<file path="src/design/calc_pkg.sv">
`default_nettype none

package calc_pkg;

    // Operand and result width
    parameter int CALC_WIDTH = 16;

    typedef logic [3:0] digit_t;    // One keypad code

    // One-hot operator codes as presented on the keypad side
    typedef enum logic [2:0] {
        OP_ADD = 3'b001,
        OP_SUB = 3'b010,
        OP_MUL = 3'b100
    } calc_op_e;

    typedef enum logic [2:0] {
        ENTER_A   = 3'd0,           // Collecting first operand
        ENTER_B   = 3'd1,           // Collecting second operand
        LAUNCH    = 3'd2,           // Start pulse to one unit
        WAIT_UNIT = 3'd3,           // Waiting on unit finish
        SHOW      = 3'd4            // Result shown and operands cleared
    } calc_state_e;

    // Request from the controller to both units
    typedef struct packed {
        logic [CALC_WIDTH-1:0] operand_a;
        logic [CALC_WIDTH-1:0] operand_b;
        logic                  subtract;    // Only the adder looks at this
    } arith_req_t;

    // Result returned by each unit
    typedef struct packed {
        logic [CALC_WIDTH-1:0] value;
        logic                  finish;      // One-cycle pulse
    } arith_result_t;

endpackage

`default_nettype wire

</file>
<file path="src/design/add_sub_unit.sv">
`timescale 1ns/1ps
`default_nettype none

module add_sub_unit
    import calc_pkg::*;
(
    input  logic          clk,
    input  logic          nRST,
    input  logic          start,
    input  arith_req_t    req,
    output arith_result_t result
);

    logic [CALC_WIDTH-1:0] sum_q;
    logic                  pending;     // Finish follows one edge later
    logic                  finish_q;

    always_ff @(posedge clk) begin
        if (start) begin
            sum_q <= req.subtract ? req.operand_a - req.operand_b    // Wraps mod 2^16
                                  : req.operand_a + req.operand_b;
        end
    end

    always_ff @(posedge clk or negedge nRST) begin
        if (!nRST) begin
            pending  <= 1'b0;
            finish_q <= 1'b0;
        end else begin
            pending  <= start;
            finish_q <= pending;
        end
    end

    assign result = '{value: sum_q, finish: finish_q};

endmodule

`default_nettype wire

</file>
<file path="src/design/calc_control.sv">
`timescale 1ns/1ps
`default_nettype none

module calc_control
    import calc_pkg::*;
(
    input  logic                  clk,
    input  logic                  nRST,

    // Keypad side
    input  logic                  read_input,
    input  calc_op_e              operator_input,
    input  logic                  equal_input,

    // Operand accumulators
    input  logic [CALC_WIDTH-1:0] value_a,
    input  logic [CALC_WIDTH-1:0] value_b,
    output logic                  enable_a,
    output logic                  enable_b,
    output logic                  clear,

    // Arithmetic units
    input  arith_result_t         add_result,
    input  arith_result_t         mul_result,
    output logic                  start_add,
    output logic                  start_mul,
    output arith_req_t            req,

    // Display side
    output logic                  complete,
    output logic [CALC_WIDTH-1:0] display_output
);

    calc_state_e   state;
    calc_state_e   state_next;
    calc_op_e      op_q;            // Operator latched in ENTER_A
    logic          op_valid;
    logic          mul_selected;
    arith_result_t unit_result;     // Result of the launched unit

    // Only a proper one-hot code counts as an operator
    always_comb begin
        case (operator_input)
            OP_ADD, OP_SUB, OP_MUL: op_valid = 1'b1;
            default:                op_valid = 1'b0;
        endcase
    end

    assign mul_selected = (op_q == OP_MUL);
    assign unit_result  = mul_selected ? mul_result : add_result;

    // Next state
    always_comb begin
        state_next = state;
        case (state)
            ENTER_A: begin
                if (op_valid) begin
                    state_next = ENTER_B;
                end
            end
            ENTER_B: begin
                if (equal_input) begin
                    state_next = LAUNCH;
                end
            end
            LAUNCH: begin
                state_next = WAIT_UNIT;    // Start pulse lasts this one cycle
            end
            WAIT_UNIT: begin
                if (unit_result.finish) begin
                    state_next = SHOW;
                end
            end
            SHOW: begin
                state_next = ENTER_A;
            end
            default: begin
                state_next = ENTER_A;
            end
        endcase
    end

    always_ff @(posedge clk or negedge nRST) begin
        if (!nRST) begin
            state <= ENTER_A;
        end else begin
            state <= state_next;
        end
    end

    // Operator register
    always_ff @(posedge clk or negedge nRST) begin
        if (!nRST) begin
            op_q <= OP_ADD;
        end else if (state == ENTER_A && op_valid) begin
            op_q <= operator_input;
        end
    end

    // Display holds until the next result
    always_ff @(posedge clk or negedge nRST) begin
        if (!nRST) begin
            display_output <= '0;
        end else if (state == WAIT_UNIT && unit_result.finish) begin
            display_output <= unit_result.value;
        end
    end

    // Digit strobes go to whichever operand is being typed
    assign enable_a = read_input && (state == ENTER_A);
    assign enable_b = read_input && (state == ENTER_B);

    assign req = '{
        operand_a: value_a,
        operand_b: value_b,
        subtract:  (op_q == OP_SUB)
    };

    assign start_add = (state == LAUNCH) && !mul_selected;
    assign start_mul = (state == LAUNCH) && mul_selected;

    // SHOW lasts one cycle, so both are single pulses
    assign complete = (state == SHOW);
    assign clear    = (state == SHOW);    // Operands start fresh after each result

endmodule

`default_nettype wire

</file>
<file path="src/design/calculator_top.sv">
`timescale 1ns/1ps
`default_nettype none

module calculator_top
    import calc_pkg::*;
#(
    parameter int MAX_DIGITS = 4      // 1 to 4 fits the 16-bit operands
) (
    input  logic                  clk,
    input  logic                  nRST,
    input  digit_t                keypad_input,
    input  logic                  read_input,
    input  calc_op_e              operator_input,
    input  logic                  equal_input,
    output logic                  complete,
    output logic [CALC_WIDTH-1:0] display_output
);

    logic [CALC_WIDTH-1:0] value_a;
    logic [CALC_WIDTH-1:0] value_b;
    logic                  enable_a;
    logic                  enable_b;
    logic                  clear;
    logic                  start_add;
    logic                  start_mul;
    arith_req_t            req;
    arith_result_t         add_result;
    arith_result_t         mul_result;

    calc_control u_calc_control (
        .clk            (clk),
        .nRST           (nRST),
        .read_input     (read_input),
        .operator_input (operator_input),
        .equal_input    (equal_input),
        .value_a        (value_a),
        .value_b        (value_b),
        .enable_a       (enable_a),
        .enable_b       (enable_b),
        .clear          (clear),
        .add_result     (add_result),
        .mul_result     (mul_result),
        .start_add      (start_add),
        .start_mul      (start_mul),
        .req            (req),
        .complete       (complete),
        .display_output (display_output)
    );

    digit_accumulator #(
        .MAX_DIGITS (MAX_DIGITS)
    ) u_operand_a (
        .clk    (clk),
        .nRST   (nRST),
        .enable (enable_a),
        .clear  (clear),
        .digit  (keypad_input),
        .value  (value_a)
    );

    digit_accumulator #(
        .MAX_DIGITS (MAX_DIGITS)
    ) u_operand_b (
        .clk    (clk),
        .nRST   (nRST),
        .enable (enable_b),
        .clear  (clear),
        .digit  (keypad_input),
        .value  (value_b)
    );

    add_sub_unit u_add_sub_unit (
        .clk    (clk),
        .nRST   (nRST),
        .start  (start_add),
        .req    (req),
        .result (add_result)
    );

    shift_add_multiplier u_shift_add_multiplier (
        .clk    (clk),
        .nRST   (nRST),
        .start  (start_mul),
        .req    (req),
        .result (mul_result)
    );

endmodule

`default_nettype wire

</file>
<file path="src/design/digit_accumulator.sv">
`timescale 1ns/1ps
`default_nettype none

module digit_accumulator
    import calc_pkg::*;
#(
    parameter int MAX_DIGITS = 4
) (
    input  logic                  clk,
    input  logic                  nRST,
    input  logic                  enable,
    input  logic                  clear,
    input  digit_t                digit,
    output logic [CALC_WIDTH-1:0] value
);

    localparam int COUNT_WIDTH = $clog2(MAX_DIGITS + 1);

    logic [COUNT_WIDTH-1:0] count;          // Digits taken so far
    logic                   digit_ok;
    logic [CALC_WIDTH-1:0]  digit_ext;
    logic [CALC_WIDTH-1:0]  value_next;

    assign digit_ok  = (digit <= digit_t'(9)) && (count < COUNT_WIDTH'(MAX_DIGITS));
    assign digit_ext = {{(CALC_WIDTH - $bits(digit_t)){1'b0}}, digit};

    // Times ten is times eight plus times two
    assign value_next = (value << 3) + (value << 1) + digit_ext;

    always_ff @(posedge clk or negedge nRST) begin
        if (!nRST) begin
            value <= '0;
            count <= '0;
        end else if (clear) begin        // Clear wins over a late digit
            value <= '0;
            count <= '0;
        end else if (enable && digit_ok) begin
            value <= value_next;
            count <= count + 1'b1;
        end
    end

endmodule

`default_nettype wire

</file>
<file path="src/design/shift_add_multiplier.sv">
`timescale 1ns/1ps
`default_nettype none

module shift_add_multiplier
    import calc_pkg::*;
(
    input  logic          clk,
    input  logic          nRST,
    input  logic          start,
    input  arith_req_t    req,
    output arith_result_t result
);

    localparam int STEP_WIDTH = $clog2(CALC_WIDTH);

    logic [CALC_WIDTH-1:0] multiplicand;    // Shifts left each step
    logic [CALC_WIDTH-1:0] multiplier;      // Shifts right each step
    logic [CALC_WIDTH-1:0] product;
    logic [STEP_WIDTH-1:0] step;
    logic                  busy;
    logic                  finish_q;
    logic                  last_step;

    assign last_step = (step == STEP_WIDTH'(CALC_WIDTH - 1));

    // Bits above CALC_WIDTH fall off and leave the low half of the product
    always_ff @(posedge clk) begin
        if (start) begin
            multiplicand <= req.operand_a;
            multiplier   <= req.operand_b;
            product      <= '0;
        end else if (busy) begin
            if (multiplier[0]) begin
                product <= product + multiplicand;
            end
            multiplicand <= multiplicand << 1;
            multiplier   <= multiplier >> 1;
        end
    end

    always_ff @(posedge clk or negedge nRST) begin
        if (!nRST) begin
            step     <= '0;
            busy     <= 1'b0;
            finish_q <= 1'b0;
        end else begin
            finish_q <= 1'b0;
            if (start) begin
                step <= '0;
                busy <= 1'b1;
            end else if (busy) begin
                step <= step + 1'b1;
                if (last_step) begin        // CALC_WIDTH steps done
                    busy     <= 1'b0;
                    finish_q <= 1'b1;
                end
            end
        end
    end

    assign result = '{value: product, finish: finish_q};

endmodule

`default_nettype wire

</file>
<file path="config.mk">
export PLATFORM = sky130hd
export DESIGN_NAME = calculator_top
export DESIGN_NICKNAME = d
export VERILOG_FILES = /design/src/design/calc_pkg.sv /design/src/design/add_sub_unit.sv /design/src/design/calc_control.sv /design/src/design/calculator_top.sv /design/src/design/digit_accumulator.sv /design/src/design/shift_add_multiplier.sv
export SDC_FILE = /design/constraint.sdc
export NUM_CORES = 1
export LEC_CHECK = 0
export BUFFER_PORTS_ARGS = -buffer_cell sky130_fd_sc_hd__buf_2
export CAP_MARGIN = 20
export CORE_MARGIN = 10
export CORE_UTILIZATION = 30
export CTS_CLUSTER_SIZE = 20
export DETAILED_ROUTE_END_ITERATION = 8
export GPL_ROUTABILITY_DRIVEN = 0
export SYNTH_ARGS = -nofsm -noshare
export SYNTH_HDL_FRONTEND = slang
export SYNTH_SLANG_ARGS = --single-unit
</file>
<file path="constraint.sdc">
create_clock -name clk -period 8 [get_ports clk]
set_clock_uncertainty 0.2 [all_clocks]
set_input_delay 1.6 -clock clk [delete_from_list [all_inputs] [get_ports clk]]
set_output_delay 1.6 -clock clk [all_outputs]
set_load 0.005 [all_outputs]
</file>
==> key figures, run 1 <==
Timing
  • Final Setup Violations: 0
  • Fin crit period: 4.01 ns
  • Endpoints failing hold: 0
  • Final Max Tran Viols: 0
  • RSZ-0062 raised after global routing: no
  • Fmax: 0.250 GHz
  • Worst Tran Pin Value: between 0.9 and 1 ns
  • Rel. slew slack: 0.339
  • Final Cycle Share: 0.501
  • Sum Neg Setup Slack: 0 ns

CTS
  • Worst skew pair latency: around 0.42 ns
  • Root buffer cell: clkbuf_16
  • # H-tree levels: 4
  • Clock Tree Buf Depth: 2
  • TritonCTS clock tree: yes
  • TritonCTS Sinks: 132
  • Post-cts gate resize count: 0
  • Postcts setup bufs: 0
  • Clock transition at the registers of the reported paths: approximately 0.070 ns
  • Num CTS Buffers: 17
  • Post-CTS Hold Buffers: 0

Floorplan
  • IO Pins: 28
  • Die Width: 188 µm
  • Core box area: approximately 0.028 mm²
  • Die footprint: around 0.035 mm²
  • Die Y-Extent: between 150 and 200 µm
  • Row cnt: approximately 60
  • Initial Util: 0.304

Worst setup path
  • CP Data Required Time: 8.09 ns
  • CP Launch Type: primary input
  • Worst R2R Path Depth: 13
  • Setup Crit Path Kind: primary input to register
  • Worst-path maximum fanout: 3
  • Critical path arrival: 4.10 ns
  • RR Endpoint: u_add_sub_unit.sum_q[15]$_DFFE_PP_
  • RR Startpoint: u_operand_b.value[0]$_DFFE_PN0P_
  • Reg2reg setup slack: between 4 and 5 ns
  • Worst setup endpoint: u_operand_a.value[13]$_DFFE_PN0P_
  • Crit. End Element: register
  • Setup crit start: keypad_input[3]

Yosys
  • Primary FF master, synth: dfrtp_1
  • Asr flop ratio synth: 0.515
  • Yosys reg bits: roughly 130
  • Yosys warns: 0
  • Post-synth EDFFs: 48
  • Syn_nets: just over 1000
  • Seq/Total Area, Yosys: 0.411
  • Syn Std Cell Area: around 0.0084 mm²
  • Cells after Synth: about 900
  • Netlist cell types: around 60
  • Syn Area/Cell: just over 9 µm²

Power
  • Combinational share of power: 0.476
  • Worst vdd ir: ~0.00019 V
  • Cell internal pwr: 2340 µW
  • Sequential fraction of design power: 0.326
  • Psw: 1620 µW
  • Sw Share: 0.410
  • Clock power frac: 0.198
  • Total chip power: 3970 µW
  • Leakage: about 0.0044 µW
  • Pwr Density: around 410 mW/mm²

Detailed routing
  • Detailed Route WL: around 19 mm
  • Vias/cell: just under 5
  • First-pass DRT Iterations: 5
  • Initial DRC count: 466
  • Residual DRC count: 0
  • Routed Antenna Nets: 0
  • Wire per inst: roughly 15 µm
  • Vias after detailed routing: around 6500

Placed design
  • PortBufs: 27
  • DP Wirelength: 14.1 mm

Final layout
  • Register area: 0.00346 mm²
  • Area growth from synthesis to layout: 13.7%
  • Nets: 1033
  • Footprint of the multi-input gates: roughly 0.0047 mm²
  • Most frequent cells in the layout: nand2_1 (141), ha_1 (86), nor2_1 (67), dfrtp_1 (67), a21oi_1 (64)
  • Layout cells sized above 1: 0.0848
  • Filler cells: between 2000 and 3000
  • Core Util, Final: 0.346
  • Ant. Diodes: 0
  • Commonest non-fill, non-tap cell in the layout: nand2_1

GRT
  • Initial antenna violation count: 0
  • Largest net degree at the start of global routing: 69
  • First-pass GRT wire length: about 32 mm
  • Grt total ovfl: 0
  • Vias in the first global route: 6344
  • All-Layer GR Usage: 0.110

Job
  • Max-cap viol count: 0

Outcome
  • Outcome: completed

Min path
  • Worst hold path class: register to register
==> synthesized netlist by cell type, drive strengths merged, types with 10 or more instances <==
| library cell | number | area share |
|---|---|---|
| nand2 | 141 | 0.063 |
| ha | 86 | 0.13 |
| o21ai | 69 | 0.041 |
| nor2 | 68 | 0.030 |
| dfrtp | 67 | 0.20 |
| a21oi | 64 | 0.038 |
| edfxtp | 48 | 0.17 |
| xnor2 | 36 | 0.037 |
| inv | 34 | 0.015 |
| clkbuf | 30 | 0.014 |
| nand3 | 29 | 0.017 |
| xor2 | 29 | 0.030 |
| mux2i | 21 | 0.025 |
| nor3 | 19 | 0.011 |
| dfxtp | 16 | 0.038 |
| a21o | 14 | 0.012 |
| o21a | 13 | 0.012 |
| a211oi | 10 | 0.0089 |
| nand2b | 10 | 0.0074 |
| nor2b | 10 | 0.0083 |
==> registers in the layout, summed over array words and instances, names as in the netlist <==
register                             cells
u_calc_control.display_output           16
u_operand_a.value                       16
u_shift_add_multiplier.multiplier       16
u_operand_a.count                        3
u_operand_b.count                        3
u_operand_b.value                       16
u_add_sub_unit.finish_q                  1
u_shift_add_multiplier.finish_q          1
u_shift_add_multiplier.multiplicand     16
u_shift_add_multiplier.step              4
u_shift_add_multiplier.product          16
u_add_sub_unit.sum_q                    16
u_calc_control.state                     3
u_calc_control.op_q                      3
u_shift_add_multiplier.busy              1
u_add_sub_unit.pending                   1
==> final cells by class <==
| class | count | area share |
|---|---|---|
| Sequential cell | 132 | 0.361 |
| Multi-Input combinational cell | 708 | 0.492 |
| Timing Repair Buffer | 37 | 0.0227 |
| Clock inverter | 12 | 0.0120 |
| Clock buffer | 20 | 0.0498 |
| Tap cell | 378 | 0.0493 |
| Inverter | 34 | 0.0133 |
==> worst min path at each step <==
stage | start | to | cells past startpoint
after global routing | u_add_sub_unit.pending$_DFF_PN0_ | u_add_sub_unit.finish_q$_DFF_PN0_ | 0
after floorplan | u_add_sub_unit.pending$_DFF_PN0_ | u_add_sub_unit.finish_q$_DFF_PN0_ | 0
after CTS | u_add_sub_unit.pending$_DFF_PN0_ | u_add_sub_unit.finish_q$_DFF_PN0_ | 0
after detailed placement | u_add_sub_unit.pending$_DFF_PN0_ | u_add_sub_unit.finish_q$_DFF_PN0_ | 0
after global placement | u_add_sub_unit.pending$_DFF_PN0_ | u_add_sub_unit.finish_q$_DFF_PN0_ | 0
final | u_add_sub_unit.pending$_DFF_PN0_ | u_add_sub_unit.finish_q$_DFF_PN0_ | 0
==> routing by layer <==
| metal | vias to the layer above | share of wire | global-route usage |
|---|---|---|---|
| met5 | - | 0 | 0 |
| met4 | 0 | 0.015 | 0.0320 |
| met3 | 21 | 0.037 | 0.0236 |
| met2 | 118 | 0.45 | 0.178 |
| met1 | 3087 | 0.50 | 0.145 |
| li1 | 3288 | - | - |
==> worst max-delay path, cell delays in order <==
cell,delay (ns)
buf_2,0.08
inv_1,0.08
fa_1,0.61
inv_1,0.06
ha_1,0.30
a211oi_1,0.32
o21ai_1,0.13
a41oi_1,0.38
o21ai_1,0.13
a21oi_1,0.20
xor2_1,0.16
o21ai_1,0.07
==> stage by stage <==
| step | cells | worst slack, ns | area (µm²) | hold WS, ns |
|---|---|---|---|---|
| 6_report | 1321 | 3.99 | 9600 | 0.146 |
| 5_1_grt | 1321 | 3.81 | 9600 | 0.157 |
| 4_1_cts | 1320 | 3.98 | 9580 | 0.146 |
| 3_5_place_dp | 1288 | 3.55 | 8990 | 0.141 |
| 3_3_place_gp | 1288 | 3.55 | 8990 | 0.134 |
| 2_1_floorplan | 909 | 3.88 | 8440 | 0.131 |
==> power by group through the flow <==
stage               Sequential, µW  Combinational [µW]  Clock [µW]
finish                        1290                1890         784
global placement              1300                1850           0
CTS                           1290                1900         800
global route                  1330                2160         830
floorplan                     1210                1510           0
detailed placement            1300                1880           0
==> cell families after synthesis <==
logic type	after synthesis	synth area share
AO/OA/AOI/OAI	215	0.155
XOR/XNOR	65	0.0675
adder cells (fa/ha/maj)	92	0.142
buffers and inverters	69	0.0313
flip-flops	132	0.411
multiplexers	24	0.0289
AND/OR/NAND/NOR	312	0.165
Note: power is estimated with default switching activity, not from simulation.
==> run 2, diff against run 1 <==
==> constraint.sdc (replaced) <==
create_clock -name clk -period 3.2 [get_ports clk]
set_clock_uncertainty 0.2 [all_clocks]
set_input_delay 0.64 -clock clk [delete_from_list [all_inputs] [get_ports clk]]
set_output_delay 0.64 -clock clk [all_outputs]
set_load 0.005 [all_outputs]
==> run 2 against run 1 <==
  * Cell count up 4.4%
  * Power increased to 2.7 times the previous value
  * Flip-flop and latch count is the same
  * First-iteration DRC count up 24%
  * Hold slack got worse by 0.12 ns
  * Combinational power rose to 2.9 times the previous value
  * Largest power group unchanged
  * Highest routed layer unchanged
==> key figures, run 2 (synthesized netlist as in run 1, its figures left out) <==
Worst setup path
  • Worst-path maximum fanout: 3
  • WP buf/inv: 0
  • Setup Crit Path Kind: register to register
  • Crit-path cells: or3_4 -> or3_4 -> o21ai_2 -> xor2_1 -> ha_1 -> o21a_1 -> o21a_1 -> a221oi_2 -> o21bai_1 -> xnor2_1
  • Slowest stage delay, CP: approximately 0.41 ns
  • CP delay by family, top: compound AO/OA/AOI/OAI gates
  • Critical path arrival: just over 3 ns
  • Slowest CP cell: or3_4
  • CP Launch Type: register
  • Crit. End Element: register
  • CP Data Required Time: 3.17 ns

Timing
  • Worst Tran Pin Value: roughly 0.7 ns
  • Endpoints failing hold: 0
  • Final Setup Violations: 0
  • Fin crit period: 3.09 ns
  • Final Max Tran Viols: 0
  • Final Cycle Share: 0.967
  • Fmax: between 0.3 and 0.4 GHz
  • Slack of the critical path: about 0.11 ns
  • RSZ-0062 raised after global routing: yes
  • Rel. slew slack: 0.532
  • Hold Slack: approximately 0.026 ns

Placed design
  • DP Wirelength: roughly 15 mm
  • PortBufs: 27
  • Pre-CTS setup slack: -0.182 ns

Final layout
  • Filler cells: between 2000 and 3000
  • Area growth from synthesis to layout: 20.5%
  • Nets: 1091
  • Layout cells sized above 1: 0.170
  • Most frequent cells in the layout: nand2_1 (139), ha_1 (83), buf_4 (67)
  • Commonest non-fill, non-tap cell in the layout: nand2_1
  • Ant. Diodes: 0

Detailed routing
  • Routed Antenna Nets: 0
  • First-pass DRT Iterations: 5
  • Wire per inst: 14.4 µm
  • Vias/cell: 4.87
  • Detailed Route WL: 19.9 mm
  • Vias after detailed routing: ~6700
  • Initial DRC count: roughly 580
  • Residual DRC count: 0

GRT
  • Vias in the first global route: approximately 6600
  • Grt total ovfl: 0
  • Initial antenna violation count: 0
  • Largest net degree at the start of global routing: 69
  • All-Layer GR Usage: 0.112
  • First-pass GRT wire length: roughly 33 mm

Power
  • Leakage: between 0.004 and 0.005 µW
  • Pwr Density: a little over 1000 mW/mm²
  • Worst vdd ir: about 0.00045 V

CTS
  • Worst skew pair latency: between 0.4 and 0.5 ns
  • TritonCTS Sinks: 132
  • Clock Tree Buf Depth: 2
  • Post-CTS Hold Buffers: 0
  • # H-tree levels: 4
  • Root buffer cell: clkbuf_16
  • Clock transition at the registers of the reported paths: approximately 0.060 ns
  • Num CTS Buffers: 17
  • TritonCTS clock tree: yes

Outcome
  • Outcome: completed

Job
  • Max-cap viol count: 0

Floorplan
  • Row cnt: ~60
  • Die footprint: 0.0352 mm²
  • Die Y-Extent: 188 µm
  • IO Pins: 28
  • Initial Util: 0.304
  • Core box area: approximately 0.028 mm²
  • Die Width: around 190 µm

Min path
  • Worst hold path class: primary input to async pin
[run 2: routing by layer]
metal	share of wire	up-vias	global-route usage
met5	0	-	0
met4	0.011	0	0.0289
met1	0.49	3162	0.150
met2	0.46	125	0.182
met3	0.040	20	0.0215
li1	-	3405	-
[run 2: metrics by stage]
step / total power (µW) / setup TNS (ns) / instances / instance area [µm²] / utilization
after floorplan: 6790 / 0 / 909 / 8440 / -
after global placement: 8270 / -0.786 / 1341 / 9400 / 0.338
after detailed placement: 8400 / -1.08 / 1341 / 9400 / 0.338
after CTS: 10400 / 0 / 1373 / 9990 / 0.360
after global routing: 11400 / -0.00458 / 1379 / 10200 / 0.366
final: 10500 / 0 / 1379 / 10200 / 0.366
[run 2: power breakdown]
part	leakage, µW	switching, µW	internal (µW)
registers	0.00146	536	2630
clock network	0.000286	748	1160
logic	0.00291	2930	2510
total	0.00466	4220	6300
[run 2: area by class of cell]
type                       instances  area (µm²)  share of cell area
inverter                          34         128              0.0125
clock inverter                    11        96.3             0.00947
clock buffer                      21         482              0.0473
multi-input combinational        708        4870               0.479
timing repair buffer              95         658              0.0647
tap                              378         473              0.0465
sequential                       132        3470               0.341
[run 2: path summary, 6_finish.rpt]
check | from | endpoint | slack, ns | cells after the start
max | u_operand_b.value[9]$_DFFE_PN0P_ | u_add_sub_unit.sum_q[15]$_DFFE_PP_ | 0.11 | 10
min | nRST | u_shift_add_multiplier.step[2]$_DFFE_PN0P_ | 0.03 | 2
max reg2reg | u_operand_b.value[9]$_DFFE_PN0P_ | u_add_sub_unit.sum_q[15]$_DFFE_PP_ | 0.11 | 10
min reg2reg | u_add_sub_unit.pending$_DFF_PN0_ | u_add_sub_unit.finish_q$_DFF_PN0_ | 0.15 | 0
max in group asynchronous | nRST | u_operand_b.value[0]$_DFFE_PN0P_ | 2.44 | 2
min in group clk | u_add_sub_unit.pending$_DFF_PN0_ | u_add_sub_unit.finish_q$_DFF_PN0_ | 0.15 | 0
[run 2: repair_timing]
item,in CTS,in global routing
setup endpoints to repair,2,11
gates resized for setup,3,33
pin swaps,1,18
setup buffers,0,6
==> run 3, diff against run 2 <==
--- a/config.mk
+++ b/config.mk
@@ -12,6 +12,7 @@
 export CTS_CLUSTER_SIZE = 20
 export DETAILED_ROUTE_END_ITERATION = 8
 export GPL_ROUTABILITY_DRIVEN = 0
+export PLACE_DENSITY_LB_ADDON = 0.2
 export SYNTH_ARGS = -nofsm -noshare
 export SYNTH_HDL_FRONTEND = slang
 export SYNTH_SLANG_ARGS = --single-unit
==> run 3 against run 2 <==
  * Hold slack better by 0.044 ns
  * Core utilization is 0.25 points higher
  * Die area stayed put
  * Maximum frequency is 0.44% lower
  * Largest cell class unchanged
  * Cell count is 0.65% higher
  * Flip-flop and latch count stayed put
==> key figures, run 3 (synthesized netlist as in run 1, its figures left out) <==
CTS
  • # H-tree levels: 4
  • Clock transition at the registers of the reported paths: roughly 0.07 ns
  • Root buffer cell: clkbuf_16
  • Clock Tree Buf Depth: 2
  • TritonCTS clock tree: yes
  • TritonCTS Sinks: roughly 130
  • Worst skew pair latency: 0.43 ns
  • Num CTS Buffers: 17
  • Post-CTS Hold Buffers: 0

Worst setup path
  • Reg2reg setup slack: a little over 0.09 ns
  • Crit. End Element: register
  • Slowest stage delay, CP: 0.47 ns
  • Worst-path maximum fanout: 4
  • CP delay by family, top: simple AND/OR/NAND/NOR gates
  • CP Launch Type: register
  • WP buf/inv: 3
  • Slowest CP cell: or4_1
  • Crit-path cells: nor3_2 -> buf_4 -> nand2_1 -> buf_4 -> nor2_1 -> nor2_1 -> xnor2_1 -> ha_1 -> buf_4 -> nand4_1 -> a21boi_1 -> or4_1 -> a31oi_1 -> xnor2_1
  • CP Data Required Time: approximately 3.2 ns
  • Most used cell, CP: buf_4
  • Setup Crit Path Kind: register to register
  • Critical path arrival: roughly 3 ns

Timing
  • Fmax: ~0.32 GHz
  • Fin crit period: a little over 3 ns
  • Final Setup Violations: 0
  • Slack of the critical path: roughly 0.093 ns
  • Rel. slew slack: 0.505
  • Endpoints failing hold: 0
  • Final Max Tran Viols: 0
  • Final Cycle Share: 0.971
  • Worst Tran Pin Value: 0.742 ns
  • Hold Slack: between 0.06 and 0.07 ns
  • RSZ-0062 raised after global routing: yes

Placed design
  • Dpl cells: approximately 1400
  • PortBufs: 27
  • Pre-CTS setup slack: -0.173 ns
  • DP Wirelength: about 16 mm

Final layout
  • Footprint of the multi-input gates: 0.00485 mm²
  • Commonest non-fill, non-tap cell in the layout: nand2_1
  • Nets: between 1000 and 1500
  • Filler cells: between 2000 and 3000
  • Most frequent cells in the layout: nand2_1 (141), ha_1 (84), buf_4 (74)
  • Layout cells sized above 1: 0.172
  • Register area: 0.00347 mm²
  • Area growth from synthesis to layout: 21.4%
  • Final non-filler cell total: around 1400
  • Ant. Diodes: 0

Detailed routing
  • Wire per inst: between 15 and 20 µm
  • Residual DRC count: 0
  • Routed Antenna Nets: 0
  • First-pass DRT Iterations: 5
  • Detailed Route WL: around 21 mm
  • Vias after detailed routing: 6600
  • Initial DRC count: ~420
  • Vias/cell: about 4.8

Power
  • Pwr Density: between 1000 and 1500 mW/mm²
  • Leakage: roughly 0.0047 µW
  • Worst vdd ir: approximately 0.00038 V

Floorplan
  • IO Pins: 28
  • Row cnt: between 60 and 70
  • Core box area: between 0.02 and 0.03 mm²
  • Die Width: approximately 190 µm
  • Die footprint: 0.0352 mm²
  • Die Y-Extent: ~190 µm
  • Initial Util: 0.304

GRT
  • Vias in the first global route: between 6000 and 7000
  • Grt total ovfl: 0
  • Initial antenna violation count: 0
  • All-Layer GR Usage: 0.121
  • Largest net degree at the start of global routing: 38
  • First-pass GRT wire length: ~35 mm

Min path
  • Worst hold path class: primary input to async pin

Outcome
  • Outcome: completed

Job
  • Max-cap viol count: 0
## run 3: cell types whose count changed in the layout (fill, tap and decap cells not counted), sizes merged
cell	before	now
clkbuf	21	20
inv	38	40
clkinvlp	2	0
clkinv	4	5
buf	95	104
## run 3: routing by layer
layer	global-route usage	vias to the layer above	wire length (µm)
li1	-	3417	-
met1	0.166	3088	10600
met2	0.188	81	9390
met3	0.0262	14	629
met4	0.0298	0	182
met5	0	-	0
## run 3: area by class of cell
class	count	share of cell area
clock buffer	20	0.0468
tap	378	0.0462
clock inverter	12	0.0114
inverter	34	0.0125
timing repair buffer	104	0.0716
multi-input combinational	708	0.473
sequential	132	0.338
## run 3: stage by stage
| stage | area, µm² | total power, µW | util | setup TNS [ns] |
|---|---|---|---|---|
| 2_1_floorplan | 8440 | 6790 | - | 0 |
| 3_3_place_gp | 9490 | 8510 | 0.342 | -0.857 |
| 3_5_place_dp | 9490 | 8550 | 0.342 | -1.08 |
| 4_1_cts | 10100 | 10600 | 0.365 | 0 |
| 5_1_grt | 10200 | 11600 | 0.369 | -0.113 |
| 6_report | 10200 | 10600 | 0.369 | 0 |
## run 3: worst paths after layout
| path | from | cells after the start | end |
|---|---|---|---|
| hold / removal | nRST | 1 | u_shift_add_multiplier.step[2]$_DFFE_PN0P_ |
| min in group clk | u_add_sub_unit.pending$_DFF_PN0_ | 0 | u_add_sub_unit.finish_q$_DFF_PN0_ |
| setup / recovery | u_operand_b.value[5]$_DFFE_PN0P_ | 14 | u_add_sub_unit.sum_q[14]$_DFFE_PP_ |
| max in group asynchronous | nRST | 2 | u_operand_b.value[0]$_DFFE_PN0P_ |
| hold reg to reg | u_add_sub_unit.pending$_DFF_PN0_ | 0 | u_add_sub_unit.finish_q$_DFF_PN0_ |
| setup reg to reg | u_operand_b.value[5]$_DFFE_PN0P_ | 14 | u_add_sub_unit.sum_q[14]$_DFFE_PP_ |
## run 3: worst reg2reg max path: cells and delay by family, from the launching register on
family                   cells  cell delay [ns]
XOR/XNOR                     2             0.21
AND/OR/NAND/NOR              6             0.99
flip-flops                   1             0.39
buffers and inverters        3             0.44
AO/OA/AOI/OAI                2             0.26
adder cells (fa/ha/maj)      1             0.33
## run 3: timing repair
action / CTS / global route
buffers inserted: 1 / 2
pin swaps: 2 / 11
resized for setup: 8 / 22
cloned: 0 / 0
endpoints found under the setup margin: 4 / 11
endpoints found under the hold margin: 0 / 0
## run 3: power breakdown
part | internal, µW | switching (µW)
registers | 2630 | 526
clock network | 1180 | 798
logic | 2540 | 2960
